===== config.mk =====
export PLATFORM = sky130hd
export DESIGN_NAME = i2c_line_filter
export DESIGN_NICKNAME = d
export VERILOG_FILES = /design/src/eeprom_pkg.sv /design/src/i2c_line_filter.sv
export SDC_FILE = /design/constraint.sdc
export NUM_CORES = 1
export LEC_CHECK = 0
export ABC_AREA = 1
export BUFFER_PORTS_ARGS = -buffer_cell sky130_fd_sc_hd__buf_2
export CAP_MARGIN = 5
export CORE_AREA = 2 2 39 41
export CTS_CLUSTER_SIZE = 40
export DETAILED_ROUTE_END_ITERATION = 7
export DIE_AREA = 0 0 41 43
export SKIP_LAST_GASP = 1
export SLEW_MARGIN = 20
export SYNTH_ARGS = -nofsm -noshare
export SYNTH_HDL_FRONTEND = slang
export SYNTH_SLANG_ARGS = --single-unit

===== constraint.sdc =====
create_clock -name sda -period 1.7 [get_ports sda]
set_input_delay 0.255 -clock sda [delete_from_list [all_inputs] [get_ports sda]]
set_output_delay 0.255 -clock sda [all_outputs]
set_load 0.005 [all_outputs]

===== src/eeprom_pkg.sv =====
package eeprom_pkg;

    // One bus byte or one memory word.
    typedef logic [7:0]  data_byte_t;

    // Page bits above the address byte.
    typedef logic [10:0] mem_addr_t;

    typedef logic [2:0]  page_t;       // Control byte bits 3 to 1.
    typedef logic [3:0]  dev_code_t;   // Control byte upper nibble.

    parameter int        DEFAULT_SYNC_STAGES = 2;
    parameter int        DEFAULT_FILTER_LEN  = 3;
    parameter dev_code_t DEFAULT_DEVICE_CODE = 4'b1010;

endpackage


===== src/i2c_line_filter.sv =====
`timescale 1ns/10ps

module i2c_line_filter #(
    parameter int SYNC_STAGES = eeprom_pkg::DEFAULT_SYNC_STAGES,
    parameter int FILTER_LEN  = eeprom_pkg::DEFAULT_FILTER_LEN
) (
    input  logic sda,
    input  logic rst_n,
    input  logic i2c_scl,
    input  logic i2c_sda,
    output logic scl_level,
    output logic sda_level,
    output logic scl_rise,
    output logic scl_fall
);

    localparam int CNT_W = $clog2(FILTER_LEN + 1);

    logic [1:0] line_in;
    logic [1:0] line_level;
    logic       scl_prev;

    assign line_in = {i2c_sda, i2c_scl};

    for (genvar i = 0; i < 2; i++)
    begin : g_line
        logic [SYNC_STAGES-1:0] sync_q;
        logic [CNT_W-1:0]       run_cnt;
        logic                   level_q;

        always_ff @(posedge sda or negedge rst_n)
        begin
            if (!rst_n)
            begin
                sync_q  <= '1;                  // Idle bus reads high.
                run_cnt <= '0;
                level_q <= 1'b1;
            end
            else
            begin
                sync_q <= {sync_q[SYNC_STAGES-2:0], line_in[i]};
                if (sync_q[SYNC_STAGES-1] == level_q)
                    run_cnt <= '0;
                else if (run_cnt == CNT_W'(FILTER_LEN - 1))
                begin
                    run_cnt <= '0;
                    level_q <= sync_q[SYNC_STAGES-1];
                end
                else
                    run_cnt <= run_cnt + 1'b1;
            end
        end

        assign line_level[i] = level_q;
    end

    assign scl_level = line_level[0];
    assign sda_level = line_level[1];

    always_ff @(posedge sda or negedge rst_n)
    begin
        if (!rst_n)
            scl_prev <= 1'b1;
        else
            scl_prev <= scl_level;
    end

    assign scl_rise = scl_level & ~scl_prev;
    assign scl_fall = ~scl_level & scl_prev;

endmodule


==> results.json <==
{
  "tns_ps": 0,
  "rsz0062_at_grt": "no",
  "initial_core_util_pct": 30.20,
  "postSynthCellCount": 46,
  "swShare_pct": 33.94,
  "cts-root-buf": "clkbuf_4",
  "htreeDepth": 1,
  "dr.pass1.iters": 2,
  "pwr-share-seq_pct": 50.5,
  "num_rows": 14,
  "core_sq_um": 1384,
  "synth_seq_cells": 11,
  "insertion_delay_ps": 270,
  "hp-class": "in -> reg",
  "relSlewSlack_pct": 83.59,
  "path_clk_slew_ps": 80,
  "totalWireLength_um": 653,
  "via_per_inst": 3.919,
  "yosysTopAreaCellShare_pct": 44.01,
  "tightest_slew_ps": 246.1,
  "dpl.hpwl_um": 472.9,
  "hold_buffers": 1,
  "synth_seq_area_share_pct": 67.96,
  "grt_max_degree": 12,
  "cts_tree": "built",
  "maxCapViolations": 0,
  "outcome": "complete, no violations",
  "p_int_uw": 562.4,
  "ys_types": 7,
  "dr.max_layer_used": "met4",
  "clk_path_buf_depth": 2,
  "path_class": "reg -> out",
  "p_sw_uw": 289.0,
  "die_x_um": 41,
  "multi_input_area_sq_um": 92.59,
  "synth_nets": 50,
  "min_period_ps": 1314,
  "synth_warnings": 0,
  "p_per_area_nw_per_um2": 1668,
  "io_pins": 8,
  "end_kind": "primary output",
  "drt-initial-drc-count": 3,
  "place.gp.congestion": 0.5574,
  "maxSlewViolCount": 0,
  "cellLeakagePower_nw": 0.2847,
  "cts_buffers": 3,
  "final_util_pct": 36.89,
  "post_drt_wl_per_cell_um": 8.824,
  "cp_data_arrival_time_ps": 1060,
  "regToRegSetupSlack_ps": 790,
  "dr_total_vias": 290,
  "ant_nets": 0,
  "pwr-share-comb_pct": 28.7,
  "track_usage_pct": 9.267,
  "reg2regPathDepth": 4,
  "crit_required_ps": 1440,
  "start_kind": "register",
  "seqCellArea_sq_um": 284.0,
  "synth_area_sq_um": 417.9,
  "cts.repair.resized": 0,
  "first_global_vias": 285,
  "post_cts_buffers": 0,
  "avgSynthCellArea_sq_um": 9.085,
  "nets": 63,
  "grt.overflow.total": 0,
  "layout-drive-gt1-share_pct": 32.76,
  "fillers": 141,
  "synth_area_leaders": "dfstp_2, dfrtp_1, nand2_1",
  "final-hold-violation-count": 0,
  "finalSetupViolCount": 0,
  "clockPowerShare_pct": 20.9,
  "cts_sinks": 11,
  "finClkSkew_ps": 5.538,
  "die_h_um": 43,
  "wl_met1_um": 292,
  "syn_to_final_growth_pct": 22.16,
  "port_buffers": 7,
  "yosysTopAreaCell": "dfstp_2",
  "wl_met3_um": 15,
  "drc": 0,
  "antenna_found_initial": 0,
  "timing.final.crit_share_pct": 77.30,
  "ir_drop_v": 0.0005259,
  "hold_depth": 1,
  "fmax_mhz": 761.0,
  "worst-path-max-fanout": 5,
  "grt_pass1_wl_um": 1048,
  "dr_wl_met2_um": 335,
  "antenna_cells": 0,
  "die-area_sq_um": 1763
}
==> path summary, 6_finish.rpt <==
kind                                           from              endpoint
min in group asynchronous                     rst_n  g_line[1].run_cnt[1]
worst max register to register            scl_level  g_line[0].run_cnt[1]
max in group asynchronous                     rst_n              scl_prev
worst min-delay path                        i2c_scl   g_line[0].sync_q[0]
worst max-delay path                      scl_level              scl_rise
worst min register to register  g_line[1].sync_q[0]   g_line[1].sync_q[1]
==> cells in the mapped netlist (all sizes together) <==
| cell type | instances |
|---|---|
| nand2 | 16 |
| inv | 11 |
| dfstp | 7 |
| nor2 | 6 |
| dfrtp | 4 |
| nand3 | 2 |
==> flip-flops by register name (all words and copies together), names as in the netlist <==
| register | flops |
|---|---|
| g_line.run_cnt | 4 |
| g_line.sync_q | 4 |
| scl_level | 1 |
| scl_prev | 1 |
| sda_level | 1 |
==> cell type report <==
type,instances,area share [%]
well taps,16,3.922
flip-flops and latches,11,55.64
repair buffers,8,8.824
clock buffers,3,4.412
multi-input cells,24,18.14
inverters,11,8.088
clock inverters,1,0.9804
==> per-stage QoR <==
stage               total power [mW]  worst slack [ps]  instance area, sq um  hold slack, ps  std cells
global route                  0.9284             327.1                 510.5           73.15         74
finish                        0.8515             385.9                 510.5           78.03         74
detailed placement            0.6817             668.2                 473.0           135.2         69
floorplan                     0.5888             750.9                 417.9          -40.59         46
global placement              0.6665             684.0                 473.0           130.4         69
CTS                           0.8643             373.3                 510.5           72.61         74
==> cells in the final DEF (no fill, tap or decap) <==
master and count:
dlygate4sd3_1 1, buf_2 7, clkbuf_4 3, inv_1 10
nand2_1 16, nor2_1 6, nand3_1 2, dfrtp_1 4
inv_2 1, clkinv_2 1, dfstp_2 7
==> layer usage <==
metal / GRT usage, % / up-vias
met1: 11.45 / 129
met4: 8.000 / 0
li1: - / 154
met5: 0 / -
met2: 13.13 / 5
met3: 1.571 / 2
==> cells by family after synthesis <==
logic type             share of synthesized area, %
buffers and inverters                         9.880
DFF                                           67.97
and+or+nand+nor                               22.16
==> power groups by stage <==
| stage | registers, mW | logic, mW | clock network (mW) |
|---|---|---|---|
| after detailed placement | 0.434 | 0.248 | 0 |
| after CTS | 0.431 | 0.251 | 0.183 |
| after global routing | 0.439 | 0.296 | 0.193 |
| after global placement | 0.429 | 0.238 | 0 |
| final | 0.430 | 0.244 | 0.178 |
| after floorplan | 0.426 | 0.163 | 0 |
==> worst max-delay path, cell delays in order (launching register included) <==
cell and delay, ps:
dfstp_2 570, inv_2 50, nor2_1 70, buf_2 110
Note: power is estimated with default switching activity, not from simulation.
