File: config.mk
export PLATFORM = sky130hd
export DESIGN_NAME = i2c_bit_engine
export DESIGN_NICKNAME = d
export VERILOG_FILES = /design/src/eeprom_pkg.sv /design/src/i2c_bit_engine.sv
export SDC_FILE = /design/constraint.sdc
export NUM_CORES = 1
export LEC_CHECK = 0
export BUFFER_PORTS_ARGS = -buffer_cell sky130_fd_sc_hd__buf_2
export CORE_ASPECT_RATIO = 1.2
export CORE_MARGIN = 8
export CORE_UTILIZATION = 35
export DETAILED_ROUTE_END_ITERATION = 8
export GPL_TIMING_DRIVEN = 0
export PLACE_DENSITY_LB_ADDON = 0.2
export RECOVER_POWER = 25
export SYNTH_ARGS = -nofsm -noshare
export SYNTH_HDL_FRONTEND = slang
export SYNTH_SLANG_ARGS = --single-unit
File: constraint.sdc
create_clock -name sda -period 2.2 [get_ports sda]
set_input_delay 0.66 -clock sda [delete_from_list [all_inputs] [get_ports sda]]
set_output_delay 0.66 -clock sda [all_outputs]
set_load 0.02 [all_outputs]
File: src/eeprom_pkg.sv
package eeprom_pkg;

    // One bus byte or one memory word.
    typedef logic [7:0]  data_byte_t;

    // Page bits above the address byte.
    typedef logic [10:0] mem_addr_t;

    typedef logic [2:0]  page_t;       // Control byte bits 3 to 1.
    typedef logic [3:0]  dev_code_t;   // Control byte upper nibble.

    parameter int        DEFAULT_SYNC_STAGES = 2;
    parameter int        DEFAULT_FILTER_LEN  = 3;
    parameter dev_code_t DEFAULT_DEVICE_CODE = 4'b1010;

endpackage

File: src/i2c_bit_engine.sv
`timescale 1ns/10ps

module i2c_bit_engine (
    input  logic                   sda,
    input  logic                   rst_n,
    input  logic                   scl_level,
    input  logic                   sda_level,
    input  logic                   scl_rise,
    input  logic                   scl_fall,
    input  logic                   start_pulse,
    input  logic                   ack_enable,
    input  logic                   tx_load,
    input  eeprom_pkg::data_byte_t tx_byte,
    input  logic                   tx_mode,
    output logic                   rx_valid,
    output eeprom_pkg::data_byte_t rx_byte,
    output logic                   ack_done,
    output logic                   master_ack,
    output logic                   slot_end,
    output logic                   sda_drive_low
);

    import eeprom_pkg::*;

    logic [3:0] bit_cnt;                        // Rising edges seen in this byte slot.
    data_byte_t rx_shift;
    data_byte_t tx_shift;
    logic       ack_q;
    logic       drive_q;
    logic       tx_shift_en;

    assign rx_byte       = rx_shift;
    assign master_ack    = ~ack_q;
    assign sda_drive_low = drive_q;
    assign slot_end      = scl_fall & (bit_cnt == 4'd9);

    // Falls after data bits 1 to 7 move the next transmit bit up.
    assign tx_shift_en = scl_fall & tx_mode & (bit_cnt != 4'd0) & (bit_cnt < 4'd8);

    always_ff @(posedge sda or negedge rst_n)
    begin
        if (!rst_n)
        begin
            bit_cnt  <= 4'd0;
            rx_valid <= 1'b0;
            ack_done <= 1'b0;
            drive_q  <= 1'b0;
        end
        else
        begin
            rx_valid <= 1'b0;
            ack_done <= 1'b0;
            if (start_pulse)
            begin
                bit_cnt <= 4'd0;
                drive_q <= 1'b0;
            end
            else if (scl_rise)
            begin
                rx_valid <= (bit_cnt == 4'd7) & ~tx_mode;
                ack_done <= (bit_cnt == 4'd8) & tx_mode;
                if (bit_cnt != 4'd9)
                    bit_cnt <= bit_cnt + 1'b1;
            end
            else if (scl_fall)
            begin
                if (bit_cnt == 4'd9)
                begin
                    bit_cnt <= 4'd0;
                    drive_q <= 1'b0;
                end
                else if (bit_cnt == 4'd8)
                    drive_q <= ~tx_mode & ack_enable;   // Ack slot.
                else if (tx_shift_en)
                    drive_q <= ~tx_shift[6];
                else
                    drive_q <= 1'b0;
            end
            else if (tx_load && !scl_level)
                drive_q <= ~tx_byte[7];                 // MSB goes out while SCL is low.
        end
    end

    always_ff @(posedge sda)
    begin
        if (scl_rise && bit_cnt < 4'd8)
            rx_shift <= {rx_shift[6:0], sda_level};
        if (scl_rise && bit_cnt == 4'd8)
            ack_q <= sda_level;
        if (tx_load)
            tx_shift <= tx_byte;
        else if (tx_shift_en)
            tx_shift <= {tx_shift[6:0], 1'b0};
    end

endmodule

==> Flow_metrics.wiki <==
{| class="wikitable"
! Metric !! Value
|-
| Syn Std Cell Area || 1060 um^2
|-
| Post-synthesis to final-layout area growth || 20.4%
|-
| Row Count || 22
|-
| Synth Register Bits || 23
|-
| Post-Route Skew || 5.35 ps
|-
| Syn nets || 98
|-
| Kind of cell with the highest combined delay on the critical path || flip-flops
|-
| Cells traversed along the worst timing path || inv_1 -> ha_2 -> nand3_1 -> inv_1 -> buf_2
|-
| Die X || 66.4 um
|-
| Number of DRC violations after detailed-routing iteration 0 || 29
|-
| Detailed-route via count || 683
|-
| Vias per cell || 4.68
|-
| Post-DRT Antenna Nets || 0
|-
| Endpoint required time on the critical path || 1540 ps
|-
| Pins Over Slew Limit || 0
|-
| Critical Path Max Stage Delay || 430 ps
|-
| Core Region || 2970 um^2
|-
| Clk sinks || 23
|-
| Data arrival time of the critical path || 1410 ps
|-
| Chip height || 76.4 um
|-
| Synth cell types || 32
|-
| Share of flip-flops with an asynchronous set or reset || 0.304
|-
| Number of global-route vias before repair || 716
|-
| Most common cell after layout, fill and taps aside || sky130_fd_sc_hd__buf_2
|-
| Routability congestion estimate || 0.748
|-
| Post-CTS clock slew at the launch and capture registers of the worst setup and hold paths || 120 ps
|-
| Starting density of the core || 0.358
|-
| Port Buf Inserts || 29
|-
| Max-capacitance violation count || 0
|-
| Capturing element type of the critical path || primary output
|-
| Min Tclk post-route || 2070 ps
|-
| Highest-delay cell along the critical path || sky130_fd_sc_hd__dfrtp_1
|-
| Worst Hold Class || in -> async
|-
| Initial antenna violation count || 0
|-
| Bufs and invs on worst path || 3
|-
| Max-slew headroom || 0.498
|-
| Crit share post-route || 0.939
|-
| Peak fanout along the critical path || 5
|-
| Worst voltage drop across the vdd grid || 0.230 mV
|-
| Combined global-route utilization of all metal layers || 0.0814
|-
| ANT cells || 0
|-
| Syn Inst Count || 77
|-
| First-pass GRT wire length || 3.28 mm
|-
| End-of-flow core utilization || 0.431
|-
| Result of the run || finished clean
|-
| CTS Root Buffer Type || sky130_fd_sc_hd__clkbuf_4
|-
| WL final || 2.06 mm
|-
| Number of top-level pins || 31
|-
| Buffer depth of the longest clock path || 2
|-
| Fmax || 0.484 GHz
|-
| Leakage component of the power || 0.563 nW
|-
| DRC || 0
|-
| Most frequent CP cell || sky130_fd_sc_hd__inv_1
|-
| Final setup violation count || 0
|-
| Most frequent cells in the layout || sky130_fd_sc_hd__buf_2 (30), sky130_fd_sc_hd__edfxtp_1 (16), sky130_fd_sc_hd__dfrtp_1 (7)
|-
| Ratio of cells with drive above 1 in the final layout || 0.373
|-
| Total negative slack for setup checks || 0 ps
|-
| Synthesized area divided by synthesized cell count || 13.8 um^2
|-
| Total overflow reported by the global router || 0
|-
| Cell Pwr Density || 620 nW/um^2
|-
| Number of flops mapped to enable cells by yosys || 16
|-
| Most used flip-flop cell after synthesis || sky130_fd_sc_hd__edfxtp_1
|-
| RSZ-0062 raised after global routing || false
|-
| DR pass1 iterations || 4
|-
| Sequential cell area fraction in the yosys report || 0.616
|-
| Number of warning messages in the yosys log || 0
|-
| Worst Tran Pin Value || 752 ps
|-
| Post-DP HPWL || 1.61 mm
|-
| Clock insertion delay at the later pin of the skew report || 300 ps
|-
| Number of clock buffers inserted by TritonCTS || 3
|-
| WL per Instance || 14.1 um
|-
| Number of H-tree levels || 1
|-
| Largest net degree at the start of global routing || 13
|-
| Number of nets in the layout || 132
|-
| TritonCTS clock tree || built
|-
| Area of the die || 5070 um^2
|-
| Final hold vios || 0
|-
| Startpoint Class || flip-flop
|-
| Type of the worst setup path || reg -> out
|-
| Hold-fix buffers, CTS || 0
|}
layout make-up:
type | count | area [um^2]
fillers | 287 | 1690
flip-flops and latches | 23 | 656
multi-input cells | 48 | 387
repair buffers | 29 | 144
well taps | 36 | 45.0
clock buffers | 4 | 26.3
inverters | 4 | 15.0
plain buffers | 2 | 10.0
cells by family after synthesis:
| kind of cell | count (synthesis) | share of synthesized area |
|---|---|---|
| AND/OR/NAND/NOR | 28 | 0.177 |
| flip-flops | 23 | 0.616 |
| AO/OA/AOI/OAI | 8 | 0.0599 |
| buffers and inverters | 6 | 0.0235 |
| multiplexers | 6 | 0.0635 |
| XOR/XNOR | 3 | 0.0247 |
| adder cells (fa/ha/maj) | 3 | 0.0353 |
sequential cells by signal, indices dropped and copies added (netlist names):
signal	flops
rx_valid	1
tx_shift	7
sda_drive_low	1
ack_done	1
rx_byte	8
bit_cnt	4
ack_q	1
worst reg2reg max path, cell delays in order, from the launching register on:
cell and delay, ps:
sky130_fd_sc_hd__dfrtp_1 420, sky130_fd_sc_hd__inv_1 90, sky130_fd_sc_hd__ha_1 220, sky130_fd_sc_hd__nor2b_1 150
sky130_fd_sc_hd__o21bai_1 490
through the flow:
step / instance area (um^2) / power [mW] / hold WS, ps / cells / setup WS (ps)
floorplan: 1060 / 0.577 / 364 / 77 / 543
detailed placement: 1250 / 0.620 / 433 / 142 / 125
global route: 1280 / 0.840 / 243 / 146 / 26.8
finish: 1280 / 0.795 / 247 / 146 / 134
global placement: 1250 / 0.616 / 431 / 142 / 248
CTS: 1280 / 0.812 / 162 / 146 / 82.9
metal layers:
layer	part of all wire	wire (um)	GRT usage
met4	0.0068	14	0.0385
met2	0.48	981	0.118
met5	0	0	0
met3	0.087	180	0.0294
met1	0.43	884	0.103
where the power goes:
| part | internal [mW] | switching [mW] |
|---|---|---|
| clock | 0.0706 | 0.116 |
| combinational | 0.0436 | 0.0580 |
| sequential | 0.495 | 0.0123 |
synth_stat cells, types with 2 or more instances:
library cell / number / share of area
sky130_fd_sc_hd__edfxtp_1: 16 / 0.45
sky130_fd_sc_hd__dfrtp_1: 7 / 0.16
sky130_fd_sc_hd__a21oi_1: 4 / 0.019
sky130_fd_sc_hd__inv_1: 4 / 0.014
sky130_fd_sc_hd__mux2_1: 4 / 0.042
sky130_fd_sc_hd__nor2_1: 4 / 0.014
sky130_fd_sc_hd__ha_1: 3 / 0.035
sky130_fd_sc_hd__nand2_1: 3 / 0.011
sky130_fd_sc_hd__nand3_1: 3 / 0.014
sky130_fd_sc_hd__and2b_1: 2 / 0.014
sky130_fd_sc_hd__buf_2: 2 / 0.0094
sky130_fd_sc_hd__mux2_2: 2 / 0.021
sky130_fd_sc_hd__nor2b_1: 2 / 0.012
sky130_fd_sc_hd__nor3_1: 2 / 0.0094
sky130_fd_sc_hd__xnor2_1: 2 / 0.016
final timing paths:
kind	depth (start not counted)	end	slack, ps	startpoint
max	5	slot_end	130	bit_cnt[1]
min	1	bit_cnt[2]	250	rst_n
max reg2reg	4	tx_shift[5]	480	bit_cnt[0]
min reg2reg	0	rx_byte[3]	460	rx_byte[2]
max in group asynchronous	1	ack_done	1650	rst_n
min in group sda	0	rx_byte[3]	460	rx_byte[2]
timing repair:
action,CTS,global route
setup buffers,0,0
endpoints found under the setup margin,0,1
gates resized for setup,0,1
Note: power is estimated with default switching activity, not from simulation.
