File: src/eeprom_pkg.sv
package eeprom_pkg;

    // One bus byte or one memory word.
    typedef logic [7:0]  data_byte_t;

    // Page bits above the address byte.
    typedef logic [10:0] mem_addr_t;

    typedef logic [2:0]  page_t;       // Control byte bits 3 to 1.
    typedef logic [3:0]  dev_code_t;   // Control byte upper nibble.

    parameter int        DEFAULT_SYNC_STAGES = 2;
    parameter int        DEFAULT_FILTER_LEN  = 3;
    parameter dev_code_t DEFAULT_DEVICE_CODE = 4'b1010;

endpackage

File: src/eeprom_controller.sv
`timescale 1ns/10ps

module eeprom_controller #(
    parameter eeprom_pkg::dev_code_t DEVICE_CODE = eeprom_pkg::DEFAULT_DEVICE_CODE
) (
    input  logic                   sda,
    input  logic                   rst_n,
    input  logic                   start_pulse,
    input  logic                   stop_pulse,
    input  logic                   bus_busy,
    input  logic                   rx_valid,
    input  eeprom_pkg::data_byte_t rx_byte,
    input  logic                   ack_done,
    input  logic                   master_ack,
    input  logic                   slot_end,
    input  eeprom_pkg::data_byte_t mem_rdata,
    output logic                   ack_enable,
    output logic                   tx_load,
    output eeprom_pkg::data_byte_t tx_byte,
    output logic                   tx_mode,
    output logic                   mem_we,
    output logic                   mem_re,
    output eeprom_pkg::mem_addr_t  mem_addr,
    output eeprom_pkg::data_byte_t mem_wdata
);

    import eeprom_pkg::*;

    typedef enum logic [2:0] {
        st_idle,
        st_control,
        st_address,
        st_write_data,
        st_read_fetch,
        st_read_send,
        st_ignore
    } ctrl_state_t;

    ctrl_state_t state;
    page_t       page_q;
    mem_addr_t   addr_q;
    logic        fetch_q;                       // Read data is on mem_rdata.

    assign mem_addr = addr_q;

    always_ff @(posedge sda or negedge rst_n)
    begin
        if (!rst_n)
        begin
            state      <= st_idle;
            addr_q     <= '0;
            ack_enable <= 1'b0;
            tx_load    <= 1'b0;
            tx_mode    <= 1'b0;
            mem_we     <= 1'b0;
            mem_re     <= 1'b0;
            fetch_q    <= 1'b0;
        end
        else
        begin
            tx_load <= 1'b0;
            mem_we  <= 1'b0;
            mem_re  <= 1'b0;
            fetch_q <= mem_re;
            if (mem_we || fetch_q)
                addr_q <= addr_q + 1'b1;        // Wraps over the whole array.

            if (stop_pulse)
            begin
                state      <= st_idle;
                ack_enable <= 1'b0;
                tx_mode    <= 1'b0;
            end
            else if (start_pulse)
            begin
                state      <= st_control;
                ack_enable <= 1'b0;
                tx_mode    <= 1'b0;
            end
            else if (bus_busy)
            begin
                case (state)
                    st_control:
                    begin
                        if (rx_valid && rx_byte[7:4] == DEVICE_CODE)
                        begin
                            ack_enable <= 1'b1;
                            state      <= rx_byte[0] ? st_read_fetch : st_address;
                        end
                        else if (rx_valid)
                            state <= st_ignore;     // Not addressed, no ack.
                    end
                    st_address:
                    begin
                        if (rx_valid)
                        begin
                            addr_q <= {page_q, rx_byte};
                            state  <= st_write_data;
                        end
                    end
                    st_write_data:
                    begin
                        if (rx_valid)
                            mem_we <= 1'b1;
                    end
                    st_read_fetch:
                    begin
                        // Fetch once the ack slot is over and SCL is low.
                        if (slot_end)
                        begin
                            ack_enable <= 1'b0;
                            tx_mode    <= 1'b1;
                            mem_re     <= 1'b1;
                        end
                        if (fetch_q)
                        begin
                            tx_load <= 1'b1;
                            state   <= st_read_send;
                        end
                    end
                    st_read_send:
                    begin
                        if (ack_done && master_ack)
                            state <= st_read_fetch;
                        else if (ack_done)
                        begin
                            tx_mode <= 1'b0;
                            state   <= st_ignore;
                        end
                    end
                    default:
                    begin
                        ack_enable <= 1'b0;
                    end
                endcase
            end
        end
    end

    always_ff @(posedge sda)
    begin
        if (state == st_control && rx_valid)
            page_q <= rx_byte[3:1];
        if (state == st_write_data && rx_valid)
            mem_wdata <= rx_byte;
        if (fetch_q)
            tx_byte <= mem_rdata;
    end

endmodule

File: config.mk
export PLATFORM = sky130hd
export DESIGN_NAME = eeprom_controller
export DESIGN_NICKNAME = d
export VERILOG_FILES = /design/src/eeprom_pkg.sv /design/src/eeprom_controller.sv
export SDC_FILE = /design/constraint.sdc
export NUM_CORES = 1
export LEC_CHECK = 0
export BUFFER_PORTS_ARGS = -buffer_cell sky130_fd_sc_hd__buf_4
export CAP_MARGIN = 40
export CORE_UTILIZATION = 56
export CTS_BUF_LIST = sky130_fd_sc_hd__clkbuf_8
export CTS_CLUSTER_SIZE = 8
export DETAILED_ROUTE_END_ITERATION = 7
export HOLD_SLACK_MARGIN = 0.02
export PLACE_DENSITY_LB_ADDON = 0.3
export RECOVER_POWER = 100
export SLEW_MARGIN = 5
export SYNTH_ARGS = -nofsm -noshare
export SYNTH_HDL_FRONTEND = slang
export SYNTH_SLANG_ARGS = --single-unit
File: constraint.sdc
create_clock -name sda -period 5 [get_ports sda]
set_input_delay 0.5 -clock sda [delete_from_list [all_inputs] [get_ports sda]]
set_output_delay 0.5 -clock sda [all_outputs]
set_load 0.02 [all_outputs]
==> run summary <==
Remaining Overflow, GRT: 0
# Post-CTS Setup Buffers: 0
Flip-flop and latch count after synthesis: 39
Fmax: 450 MHz
Netlist cell types: 49
Initial DRC count: 83
Synthesis warning total: 0
CP Launch Point: state[0]$_DFFE_PN0P_
Via count: 1415
Routability congestion estimate from global placement: 0.799
Largest net degree at the start of global routing: 23
Period utilization: 44.4%
Diode count: 0
Leading post-synthesis cells by cell area: edfxtp_1, dfrtp_1, nand2_1
Root Driver: clkbuf_8
RSZ-0062 raised after global routing: no
Gate Count Post-Synth: 147
CTS buffer count: 5
WL per Instance: 15.7 um
Skew-Pair Late Insertion Delay: 290 ps
Initial antenna violation count: 0
Net Sw Frac: 36.5%
Top cell type's share of synthesized area: 32.0%
DRC Markers: 0
VDD IR max: 0.188 mV
PortBufs: 56
Clk_skew: 8.35 ps
Combinational share of power: 27.5%
TritonCTS clock tree: done
Post-synth ARST share: 51.3%
Die area: 3420 um^2
Drt total wl: 3910 um
Outcome: complete, no violations
Max-capacitance violation count: 0
Post-route ant nets: 0
Synth Area per Inst: 12.1 um^2
Hold Startpoint: mem_re$_DFF_PN0_
Final Hold Slack: 383 ps
Ys flop type: dfrtp_1
Switch Pwr: 0.000331 W
TritonCTS sink count: 39
Syn_nets: 173
Max-Slew Margin vs Limit: 25.8%
Final setup viols: 0
Placement row count: 20
Post-cts repair resize count: 0
CP Data Arrival Time: 2340 ps
Mapped Area: 1780 um^2
First-pass GRT wire length: 6310 um
Slew Limit Fails: 0
EDFF count, synth: 19
Slew @ Worst Pin: 1110 ps
DP HPWL: 2810 um
TritonRoute pass-1 iters: 4
R2r startpoint: state[0]$_DFFE_PN0P_
CTS clock-pin slew for the worst setup and hold paths: 70 ps
Post-synthesis sequential area ratio: 60.0%
Initial Util: 58.9%
Setup TNS: 0 ps
Sequential Power Share: 51.0%
Top cells by count, synth: dfrtp_1, edfxtp_1, nand2_1
DR vias/cell: 5.66
Leak Pwr: 0.825 nW
Clock network fraction of total power: 21.5%
Area of the core: 3030 um^2
Die height: 58.4 um
Max Root-Sink Buffers: 2
Hold Path Class: flop to flop
Critical Path Fanout Max: 22
Req. time, crit path: 5120 ps
P_int: 0.000577 W
Overall routing resource usage: 25.5%
Horiz. Die Dim: 58.4 um
# fillers: 260
Cts hold-fix bufs: 0
Fin nets: 231
Area Overhead vs Synth: 20.2%
Endpoints failing hold: 0
Vias in the first global route: 1378
Fraction of layout cells with a size suffix above 1: 13.1%
Synth area leader: edfxtp_1
Tot Pwr: 0.000909 W
Fin crit period: 2220 ps
CTS HTree Levels: 2
Power Density: 424 nW/um^2
Critical Path Sink Type: flop
I/O pin total: 57
Crit path launch type: flop
Count leader, synth: dfrtp_1
Critical path class: flop to flop
-- worst max-delay path: stages (launching register included) --
cell	delay [ps]
dfrtp_1	540
nor4b_1	570
and4b_1	690
o21ai_0	260
-- cells in the final DEF (no fill, tap or decap), types with 2 or more instances in the layout --
| cell type | Yosys | layout |
|---|---|---|
| o21ai_0 | 11 | 13 |
| inv_1 | 4 | 6 |
| mux2i_1 | 2 | 2 |
| edfxtp_1 | 19 | 19 |
| dfrtp_1 | 20 | 20 |
| nand4_1 | 2 | 2 |
| a21oi_1 | 4 | 4 |
| nand2b_1 | 2 | 3 |
| clkbuf_1 | 0 | 41 |
| clkbuf_8 | 0 | 5 |
| xor2_1 | 7 | 7 |
| xnor2_1 | 4 | 4 |
| buf_4 | 2 | 7 |
| nor2_1 | 8 | 8 |
| clkbuf_4 | 0 | 8 |
| and3_1 | 3 | 3 |
| o221a_2 | 2 | 2 |
| nand2_1 | 17 | 17 |
| a31oi_1 | 2 | 2 |
| nor2b_1 | 3 | 3 |
-- layout make-up --
cell class	count	area (um^2)	share of cell area, %
Tap cell	44	55.1	2.57
Sequential cell	39	1070	49.9
Multi-Input combinational cell	99	656	30.6
Clock buffer	5	68.8	3.21
Timing Repair Buffer	56	267	12.4
Clock inverter	3	12.5	0.583
Inverter	4	15.0	0.700
-- flip-flops by register name, summed over array words and instances, names as in the netlist --
| name | cells |
|---|---|
| tx_load | 1 |
| mem_re | 1 |
| mem_addr | 11 |
| fetch_q | 1 |
| page_q | 3 |
| state | 3 |
| tx_mode | 1 |
| tx_byte | 8 |
| mem_wdata | 8 |
| mem_we | 1 |
| ack_enable | 1 |
-- worst paths after layout --
| kind | end | slack [ps] | cells past startpoint |
|---|---|---|---|
| hold reg to reg | fetch_q$_DFF_PN0_ | 380 | 0 |
| setup reg to reg | mem_addr[10]$_DFF_PN0_ | 2780 | 3 |
| hold / removal | fetch_q$_DFF_PN0_ | 380 | 0 |
| min in group asynchronous | mem_addr[5]$_DFF_PN0_ | 400 | 1 |
| setup / recovery | mem_addr[10]$_DFF_PN0_ | 2780 | 3 |
| max in group asynchronous | tx_mode$_DFFE_PN0P_ | 3930 | 1 |
-- stage by stage --
step / setup WS, ps / std cells / utilization, % / area, um^2
2_1_floorplan: 3410 / 147 / - / 1780
3_3_place_gp: 3110 / 242 / 73.6 / 2230
3_5_place_dp: 2940 / 242 / 73.6 / 2230
4_1_cts: 2900 / 250 / 76.3 / 2310
5_1_grt: 2570 / 250 / 70.8 / 2140
6_report: 2780 / 250 / 70.8 / 2140
-- routing by layer --
metal  vias to the layer above  part of all wire [%]  GRT usage [%]
met5                         -                     0              0
met4                         0                   1.5           11.2
met3                         9                   4.3           6.15
met2                        43                    51           43.0
met1                       701                    43           31.4
li1                        662                     -              -
-- power by group through the flow --
stage | combinational, W | sequential, W | clock, W
2_1_floorplan | 0.000119 | 0.000512 | 0
3_3_place_gp | 0.000282 | 0.000463 | 0
3_5_place_dp | 0.000292 | 0.000470 | 0
4_1_cts | 0.000295 | 0.000464 | 0.000199
5_1_grt | 0.000274 | 0.000474 | 0.000210
6_report | 0.000250 | 0.000464 | 0.000195
-- cells by family after synthesis --
kind of cell / after synthesis / share of synthesized area (%)
compound gates: 36 / 14.5
xor+xnor: 11 / 5.40
fa+ha+maj: 1 / 0.701
buf+inv: 9 / 2.52
flops: 39 / 60.0
mux: 2 / 1.12
simple gates: 49 / 15.7
Note: power is estimated with default switching activity, not from simulation.
