`src/i2c_condition_detect.sv`:
```
`timescale 1ns/10ps

module i2c_condition_detect (
    input  logic sda,
    input  logic rst_n,
    input  logic scl_level,
    input  logic sda_level,
    output logic start_pulse,
    output logic stop_pulse,
    output logic bus_busy
);

    logic sda_prev;

    always_ff @(posedge sda or negedge rst_n)
    begin
        if (!rst_n)
        begin
            sda_prev    <= 1'b1;
            start_pulse <= 1'b0;
            stop_pulse  <= 1'b0;
            bus_busy    <= 1'b0;
        end
        else
        begin
            sda_prev    <= sda_level;
            // Data may only move while SCL is low, so an edge under SCL high is a condition.
            start_pulse <= scl_level & sda_prev & ~sda_level;
            stop_pulse  <= scl_level & ~sda_prev & sda_level;
            if (start_pulse)
                bus_busy <= 1'b1;
            else if (stop_pulse)
                bus_busy <= 1'b0;
        end
    end

endmodule

```
`config.mk`:
```
export PLATFORM = sky130hd
export DESIGN_NAME = i2c_condition_detect
export DESIGN_NICKNAME = d
export VERILOG_FILES = /design/src/i2c_condition_detect.sv
export SDC_FILE = /design/constraint.sdc
export NUM_CORES = 1
export LEC_CHECK = 0
export ABC_AREA = 1
export BUFFER_PORTS_ARGS = -buffer_cell sky130_fd_sc_hd__buf_2
export CAP_MARGIN = 0
export CORE_AREA = 2 2 39 41
export CTS_BUF_LIST = sky130_fd_sc_hd__clkbuf_2 sky130_fd_sc_hd__clkbuf_4 sky130_fd_sc_hd__clkbuf_8
export DETAILED_ROUTE_END_ITERATION = 8
export DIE_AREA = 0 0 41 43
export PLACE_DENSITY = 0.3
export SLEW_MARGIN = 20
export SYNTH_ARGS = -nofsm -noshare
export SYNTH_HDL_FRONTEND = slang
export SYNTH_SLANG_ARGS = --single-unit
export TNS_END_PERCENT = 5
```
`constraint.sdc`:
```
create_clock -name sda -period 1.94 [get_ports sda]
set_clock_uncertainty 0.15 [all_clocks]
set_input_delay 0.291 -clock sda [delete_from_list [all_inputs] [get_ports sda]]
set_output_delay 0.291 -clock sda [all_outputs]
set_load 0.005 [all_outputs]
```
==> results of run 1 <==
worst max-delay path by stage:
stage,start,endpoint,depth (start not counted)
floorplan,sda_prev,start_pulse,2
global placement,stop_pulse,stop_pulse,1
detailed placement,stop_pulse,stop_pulse,1
CTS,stop_pulse,stop_pulse,1
global route,stop_pulse,stop_pulse,1
finish,stop_pulse,stop_pulse,1
area by class of cell:
class                           instances  area [um^2]
Inverter                                2         7.51
Clock buffer                            4         30.0
Multi-Input combinational cell          6         22.5
Timing Repair Buffer                    7         40.0
Tap cell                               16         20.0
Sequential cell                         4          101
Fill cell                             153         1160
worst register-to-register path: stages, from the launching register on:
cell and delay, ns:
dfstp_2 0.52, nand2_1 0.04, nor2_1 0.07
state kept, by name (all words and copies together), names as in the netlist:
name and count:
bus_busy 1, sda_prev 1, start_pulse 1, stop_pulse 1
power breakdown:
| part | internal (mW) | total [mW] | switching (mW) |
|---|---|---|---|
| clock | 0.0912 | 0.126 | 0.0351 |
| combinational | 0.00884 | 0.0169 | 0.00805 |
| sequential | 0.0906 | 0.0933 | 0.00269 |
| total | 0.191 | 0.237 | 0.0459 |
cell usage after synthesis, drive strengths merged:
master	count	share of area
inv	2	0.057
nand2	4	0.11
nor2	2	0.057
dfstp	1	0.20
dfrtp	3	0.57
per-layer routing:
metal / global-route usage / up-vias / part of all wire
li1: - / 57 / -
met1: 0.0358 / 41 / 0.49
met2: 0.0469 / 7 / 0.33
met3: 0.0628 / 0 / 0.17
met4: 0.0600 / 0 / 0
met5: 0 / - / 0
metrics by stage:
stage | instances | worst slack, ns | area [um^2]
after floorplan | 12 | 1.11 | 131
after global placement | 34 | 1.03 | 181
after detailed placement | 34 | 1.01 | 181
after CTS | 39 | 0.751 | 221
after global routing | 39 | 0.721 | 221
final | 39 | 0.767 | 221
cell families after synthesis:
logic type / count (synthesis) / share of synthesized area
simple gates: 6 / 0.171
buf+inv: 2 / 0.0572
flops: 4 / 0.771
repair_timing:
item,in CTS,in global routing
hold buffers,1,0
hold endpoints to repair,4,0
resized for setup,0,0
setup endpoints to repair,0,0
buffers inserted,0,0
==> results_dict.tcl, run 1 <==
set metrics [dict create \
    clkSinkCount 4 \
    die_area_um2 1760 \
    nNetsFinal 28 \
    synth-seq-cells 4 \
    yosysWarningCount 0 \
    routed-via-count 105 \
    synth_cell_types 5 \
    maxCapViolCount 0 \
    antenna_found_initial 0 \
    p_per_area_nw_per_um2 1070 \
    numCtsBuffers 3 \
    outcome "finished, final reports clean" \
    dr.pass1.iters 2 \
    drc 0 \
    holdWs_ns 0.0330 \
    hold_depth 1 \
    drive_above_1_share 0.478 \
    min_from "sda_level" \
    syn_inst 12 \
    r2r-end "start_pulse" \
    power_mw 0.237 \
    grt_pass1_wl_um 427 \
    top_level_ports 7 \
    area_delta_synth_final_pct 68.6 \
    critical_path_buf_inv_count 1 \
    max_stage_delay_ns 0.37 \
    cp_top_family "flip-flops" \
    hold_violations 0 \
    critPathSlowestCell "dfrtp_1" \
    fin_crit_ns 1.17 \
    startpoint_type "flop" \
    synth_area_per_cell_um2 10.9 \
    worstMarginPinSlew_ns 0.0891 \
    period_share 0.605 \
    crit_required_ns 1.50 \
    timing.fmax_mhz 852 \
    rr_worst_depth 2 \
    cts_max_path_buffers 2 \
    ir_drop_v 0.000166 \
    port-buffer-count 6 \
    syn-num-nets 16 \
    row_count 14 \
    die_h_um 43 \
    clk_pin_slew_ns 0.04 \
    n_antenna_cell 0 \
    drtIter0Drc 3 \
    crit_chain "buf_2" \
    hold_end "sda_prev" \
    r2r_slack_ns 1.08 \
    routed_wl_um 255 \
    p_leak_nw 0.117 \
    core_area_um2 1380 \
    htreeDepth 1 \
    finalSetupViolations 0 \
    slew_headroom 0.941 \
    vias_per_cell 2.69 \
    rsz0062_at_grt "false" \
    slew_viol_final 0 \
    reg2reg_from "sda_prev" \
    final_common_cell "buf_2" \
    critical_path_class "flop to output port" \
    antenna_left 0 \
    cts_tree "done" \
    endpoint_kind "output port" \
    gp_congestion 0.557 \
    critPathArrivalTime_ns 0.73 \
    crit_fanout 2 \
    grt_max_degree 5 \
    synth-seq-area-share 0.771 \
    overflow 0 \
    final_cell_mix "buf_2, nand2_1, clkbuf_4" \
    fin_util 0.160 \
    finalSetupTns_ns 0 \
    clockRootBuffer "clkbuf_4" \
    grt_pass1_vias 118 \
    syn-cell-area_um2 131 \
    wl_per_cell_um 6.54 \
    hold_class "input port to flop" \
    grt_util_all_layers 0.0474 \
    insertion_delay_ns 0.24 \
    start_util 0.0949 \
    fp.dieW_um 41 \
]
No activity file was read; power rests on OpenSTA's default activity.
==> inputs of run 2 (changes only) <==
Clock period 1.94 ns to 1.22 ns, I/O delays scaled along.
==> run 2 against run 1 <==
Sequential share of layout area fell by 2.0 points. Cell count rose by 2.6%. Via count rose by 10%. Critical endpoint is now bus_busy. Largest cell class unchanged. Highest routed layer unchanged.
==> results_dict.tcl, run 2 (synthesis gave the netlist of run 1 again) <==
set metrics [dict create \
    outcome "finished, final reports clean" \
    routed-via-count 116 \
    clkSinkCount 4 \
    fin_crit_ns 1.07 \
    grt_pass1_wl_um 469 \
    numCtsBuffers 3 \
    placedInstanceArea_um2 181 \
    crit_required_ns 0.89 \
    area_delta_synth_final_pct 76.2 \
    clockRootBuffer "clkbuf_4" \
    htreeDepth 1 \
    max_stage_delay_ns 0.37 \
    final_cell_mix "buf_2, nand2_1, clkbuf_4" \
    place_worst_setup_slack_ns 0.372 \
    row_count 14 \
    cts_max_path_buffers 2 \
    insertion_delay_ns 0.24 \
    critical_path_class "flop to output port" \
    finalSetupTns_ns 0 \
    port-buffer-count 6 \
    overflow 0 \
    drc 0 \
    slew_viol_final 0 \
    clk_pin_slew_ns 0.04 \
    antenna_left 0 \
    hold_class "input port to flop" \
    die_area_um2 1760 \
    maxCapViolCount 0 \
    cts_setup_buffers 0 \
    cts_tree "done" \
    setup_slack_ns 0.151 \
    core_area_um2 1380 \
    drive_above_1_share 0.458 \
    startpoint_type "flop" \
    timing.fmax_mhz 935 \
    instances_no_fill 40 \
    antenna_found_initial 0 \
    nNetsFinal 29 \
    start_util 0.0949 \
    cp_top_family "flip-flops" \
    gp_congestion 0.544 \
    p_per_area_nw_per_um2 1660 \
    dr.pass1.iters 1 \
    worstMarginPinSlew_ns 0.0915 \
    slew_headroom 0.939 \
    endpoint_kind "output port" \
    drtIter0Drc 0 \
    grt_max_degree 5 \
    wl_per_cell_um 6.40 \
    rsz0062_at_grt "false" \
    grt_util_all_layers 0.0483 \
    finalSetupViolations 0 \
    critPathArrivalTime_ns 0.74 \
    die_h_um 43 \
    grt_pass1_vias 118 \
    critPathSlowestCell "dfrtp_1" \
    crit_fanout 2 \
    crit_chain "buf_2" \
    postLayoutCellArea_um2 231 \
    dp.cells 34 \
    critical_path_buf_inv_count 1 \
    routed_wl_um 256 \
    vias_per_cell 2.90 \
    hold_violations 0 \
    fp.dieW_um 41 \
    n_antenna_cell 0 \
    power_mw 0.384 \
    p_leak_nw 0.121 \
    final_common_cell "buf_2" \
    ir_drop_v 0.000674 \
    period_share 0.876 \
    top_level_ports 7 \
]
run 2: changes by cell type in the layout (fill, tap and decap cells not counted), sizes merged:
cell         before  now
dlygate4sd3       1    2
run 2: layout make-up:
| cell class | count | area, um^2 |
|---|---|---|
| repair buffers | 8 | 50.0 |
| flip-flops and latches | 4 | 101 |
| fillers | 150 | 1150 |
| inverters | 2 | 7.51 |
| well taps | 16 | 20.0 |
| clock buffers | 4 | 30.0 |
| multi-input cells | 6 | 22.5 |
run 2: path summary, 6_finish.rpt:
path                        startpoint          end  slack (ns)  depth (start not counted)
max in group asynchronous        rst_n     sda_prev        0.59                          2
max reg2reg                   sda_prev  start_pulse        0.36                          2
min reg2reg                start_pulse     bus_busy        0.31                          2
max                           bus_busy     bus_busy        0.15                          1
min in group asynchronous        rst_n     bus_busy        0.12                          2
min                          scl_level   stop_pulse        0.02                          3
run 2: stage by stage:
step / hold WS, ns / utilization
3_5_place_dp: -0.157 / 0.131
5_1_grt: 0.0221 / 0.167
6_report: 0.0181 / 0.167
3_3_place_gp: -0.162 / 0.131
4_1_cts: 0.00961 / 0.167
2_1_floorplan: -0.263 / -
run 2: power breakdown:
part / leakage [nW] / switching (mW) / total [mW] / internal (mW)
clock network: 0.0184 / 0.0616 / 0.207 / 0.145
registers: 0.0490 / 0.00461 / 0.149 / 0.144
logic: 0.0535 / 0.0126 / 0.0287 / 0.0161
run 2: worst min-delay path: stages:
cell,delay [ns]
buf_2,0.10
nand2_1,0.05
nor2_1,0.03
run 2: repair_timing:
action,in CTS,in global routing
endpoints found under the hold margin,6,0
hold buffers,2,0
resized for setup,0,0
run 2: metal layers:
layer | GRT usage | vias up | part of all wire
met5 | 0 | - | 0
met4 | 0.0200 | 0 | 0
met3 | 0.0785 | 0 | 0.26
met2 | 0.0438 | 10 | 0.30
met1 | 0.0518 | 49 | 0.44
li1 | - | 57 | -
==> inputs of run 3 (changes only) <==
Settings changed: CELL_PAD_IN_SITES_DETAIL_PLACEMENT from default to 2, CELL_PAD_IN_SITES_GLOBAL_PLACEMENT from default to 2, PLACE_DENSITY 0.3 to 0.38.
==> run 3 against run 2 <==
Core utilization stayed put. Die area did not move. Via count is 1.7% higher. Wire length grew 11%. Sequential power barely moved. Maximum frequency increased by 0.12%. Largest power group unchanged.
==> results_dict.tcl, run 3 (synthesis gave the netlist of run 1 again) <==
set metrics [dict create \
    outcome "finished, final reports clean" \
    critical_path_buf_inv_count 1 \
    rr_worst_depth 2 \
    maxCapViolCount 0 \
    start_util 0.0949 \
    clk_pin_slew_ns 0.04 \
    hold_end "stop_pulse" \
    area_delta_synth_final_pct 76.2 \
    instances_no_fill 40 \
    die_area_um2 1760 \
    hold_depth 3 \
    worstMarginPinSlew_ns 0.0963 \
    reg2reg_from "sda_prev" \
    critPathLaunch "bus_busy" \
    crit_required_ns 0.89 \
    dp.cells 34 \
    finalSetupTns_ns 0 \
    insertion_delay_ns 0.24 \
    fin_util 0.167 \
    dr.pass1.iters 2 \
    hold_class "input port to flop" \
    routed_wl_um 283 \
    holdWs_ns 0.0239 \
    antenna_left 0 \
    routed-via-count 118 \
    nNetsFinal 29 \
    p_per_area_nw_per_um2 1650 \
    cts_max_path_buffers 2 \
    gp_congestion 0.553 \
    overflow 0 \
    wl_per_cell_um 7.08 \
    startpoint_type "flop" \
    drive_above_1_share 0.458 \
    row_count 14 \
    ir_drop_v 0.000374 \
    cts_tree "done" \
    rsz0062_at_grt "false" \
    timing.fmax_mhz 937 \
    busiest_layer "met3" \
    clockRootBuffer "clkbuf_4" \
    fp.dieW_um 41 \
    top_level_ports 7 \
    clkSinkCount 4 \
    cts_setup_buffers 0 \
    vias_per_cell 2.95 \
    hold_violations 0 \
    slew_headroom 0.936 \
    die_h_um 43 \
    final_common_cell "buf_2" \
    n_antenna_cell 0 \
    grt_pass1_vias 108 \
    cp_top_family "flip-flops" \
    min_from "scl_level" \
    critPathArrivalTime_ns 0.73 \
    critical_path_class "flop to output port" \
    drtIter0Drc 2 \
    crit_chain "buf_2" \
    slew_viol_final 0 \
    numCtsBuffers 3 \
    placedInstanceArea_um2 181 \
    grt.met1_usage 0.0490 \
    core_area_um2 1380 \
    grt_pass1_wl_um 455 \
    max_stage_delay_ns 0.37 \
    period_share 0.875 \
    postLayoutCellArea_um2 231 \
    htreeDepth 1 \
    critPathSlowestCell "dfrtp_1" \
    nFillCells 165 \
    r2r-end "start_pulse" \
    crit_fanout 2 \
    fin_crit_ns 1.07 \
    endpoint_kind "output port" \
    antenna_found_initial 0 \
    drc 0 \
    port-buffer-count 6 \
    met3_usage 0.0628 \
    r2r_slack_ns 0.36 \
    p_leak_nw 0.121 \
    grt_util_all_layers 0.0484 \
    finalSetupViolations 0 \
    met2_usage 0.0375 \
    final_cell_mix "buf_2, nand2_1, clkbuf_4" \
    grt_max_degree 5 \
]
run 3: cell type report:
cell class	instances	area, um^2	area share
well taps	16	20.0	0.0865
flip-flops and latches	4	101	0.438
inverters	2	7.51	0.0324
clock buffers	4	30.0	0.130
repair buffers	8	50.0	0.216
multi-input cells	6	22.5	0.0973
run 3: report_power, final:
part / internal [mW] / leakage, nW / switching, mW
Clock: 0.145 / 0.0184 / 0.0598
Sequential: 0.144 / 0.0490 / 0.00458
Combinational: 0.0161 / 0.0535 / 0.0132
run 3: through the flow:
step	power (mW)	setup WS (ns)
floorplan	0.158	0.392
global placement	0.174	0.372
detailed placement	0.176	0.360
CTS	0.398	0.127
global route	0.404	0.108
finish	0.383	0.152
run 3: worst max-delay path by stage:
stage | slack, ns | endpoint | cells past startpoint
final | 0.15 | bus_busy | 1
after global routing | 0.11 | bus_busy | 1
after CTS | 0.13 | bus_busy | 1
after detailed placement | 0.36 | start_pulse | 2
after global placement | 0.37 | start_pulse | 2
after floorplan | 0.39 | start_pulse | 2
run 3: worst reg2reg max path: stages (launching register included):
cell     delay [ns]
dfstp_2        0.52
nand2_1        0.04
nor2_1         0.08
run 3: repair_timing:
item                                    CTS  global route
endpoints found under the setup margin    0             0
endpoints found under the hold margin     6             0
hold buffers                              2             0
gates resized for setup                   0             0
run 3: metal layers:
metal  part of all wire  vias to the layer above
li1                   -                       58
met1               0.46                       51
met2               0.36                        7
met3               0.16                        2
met4              0.021                        0
met5                  0                        -
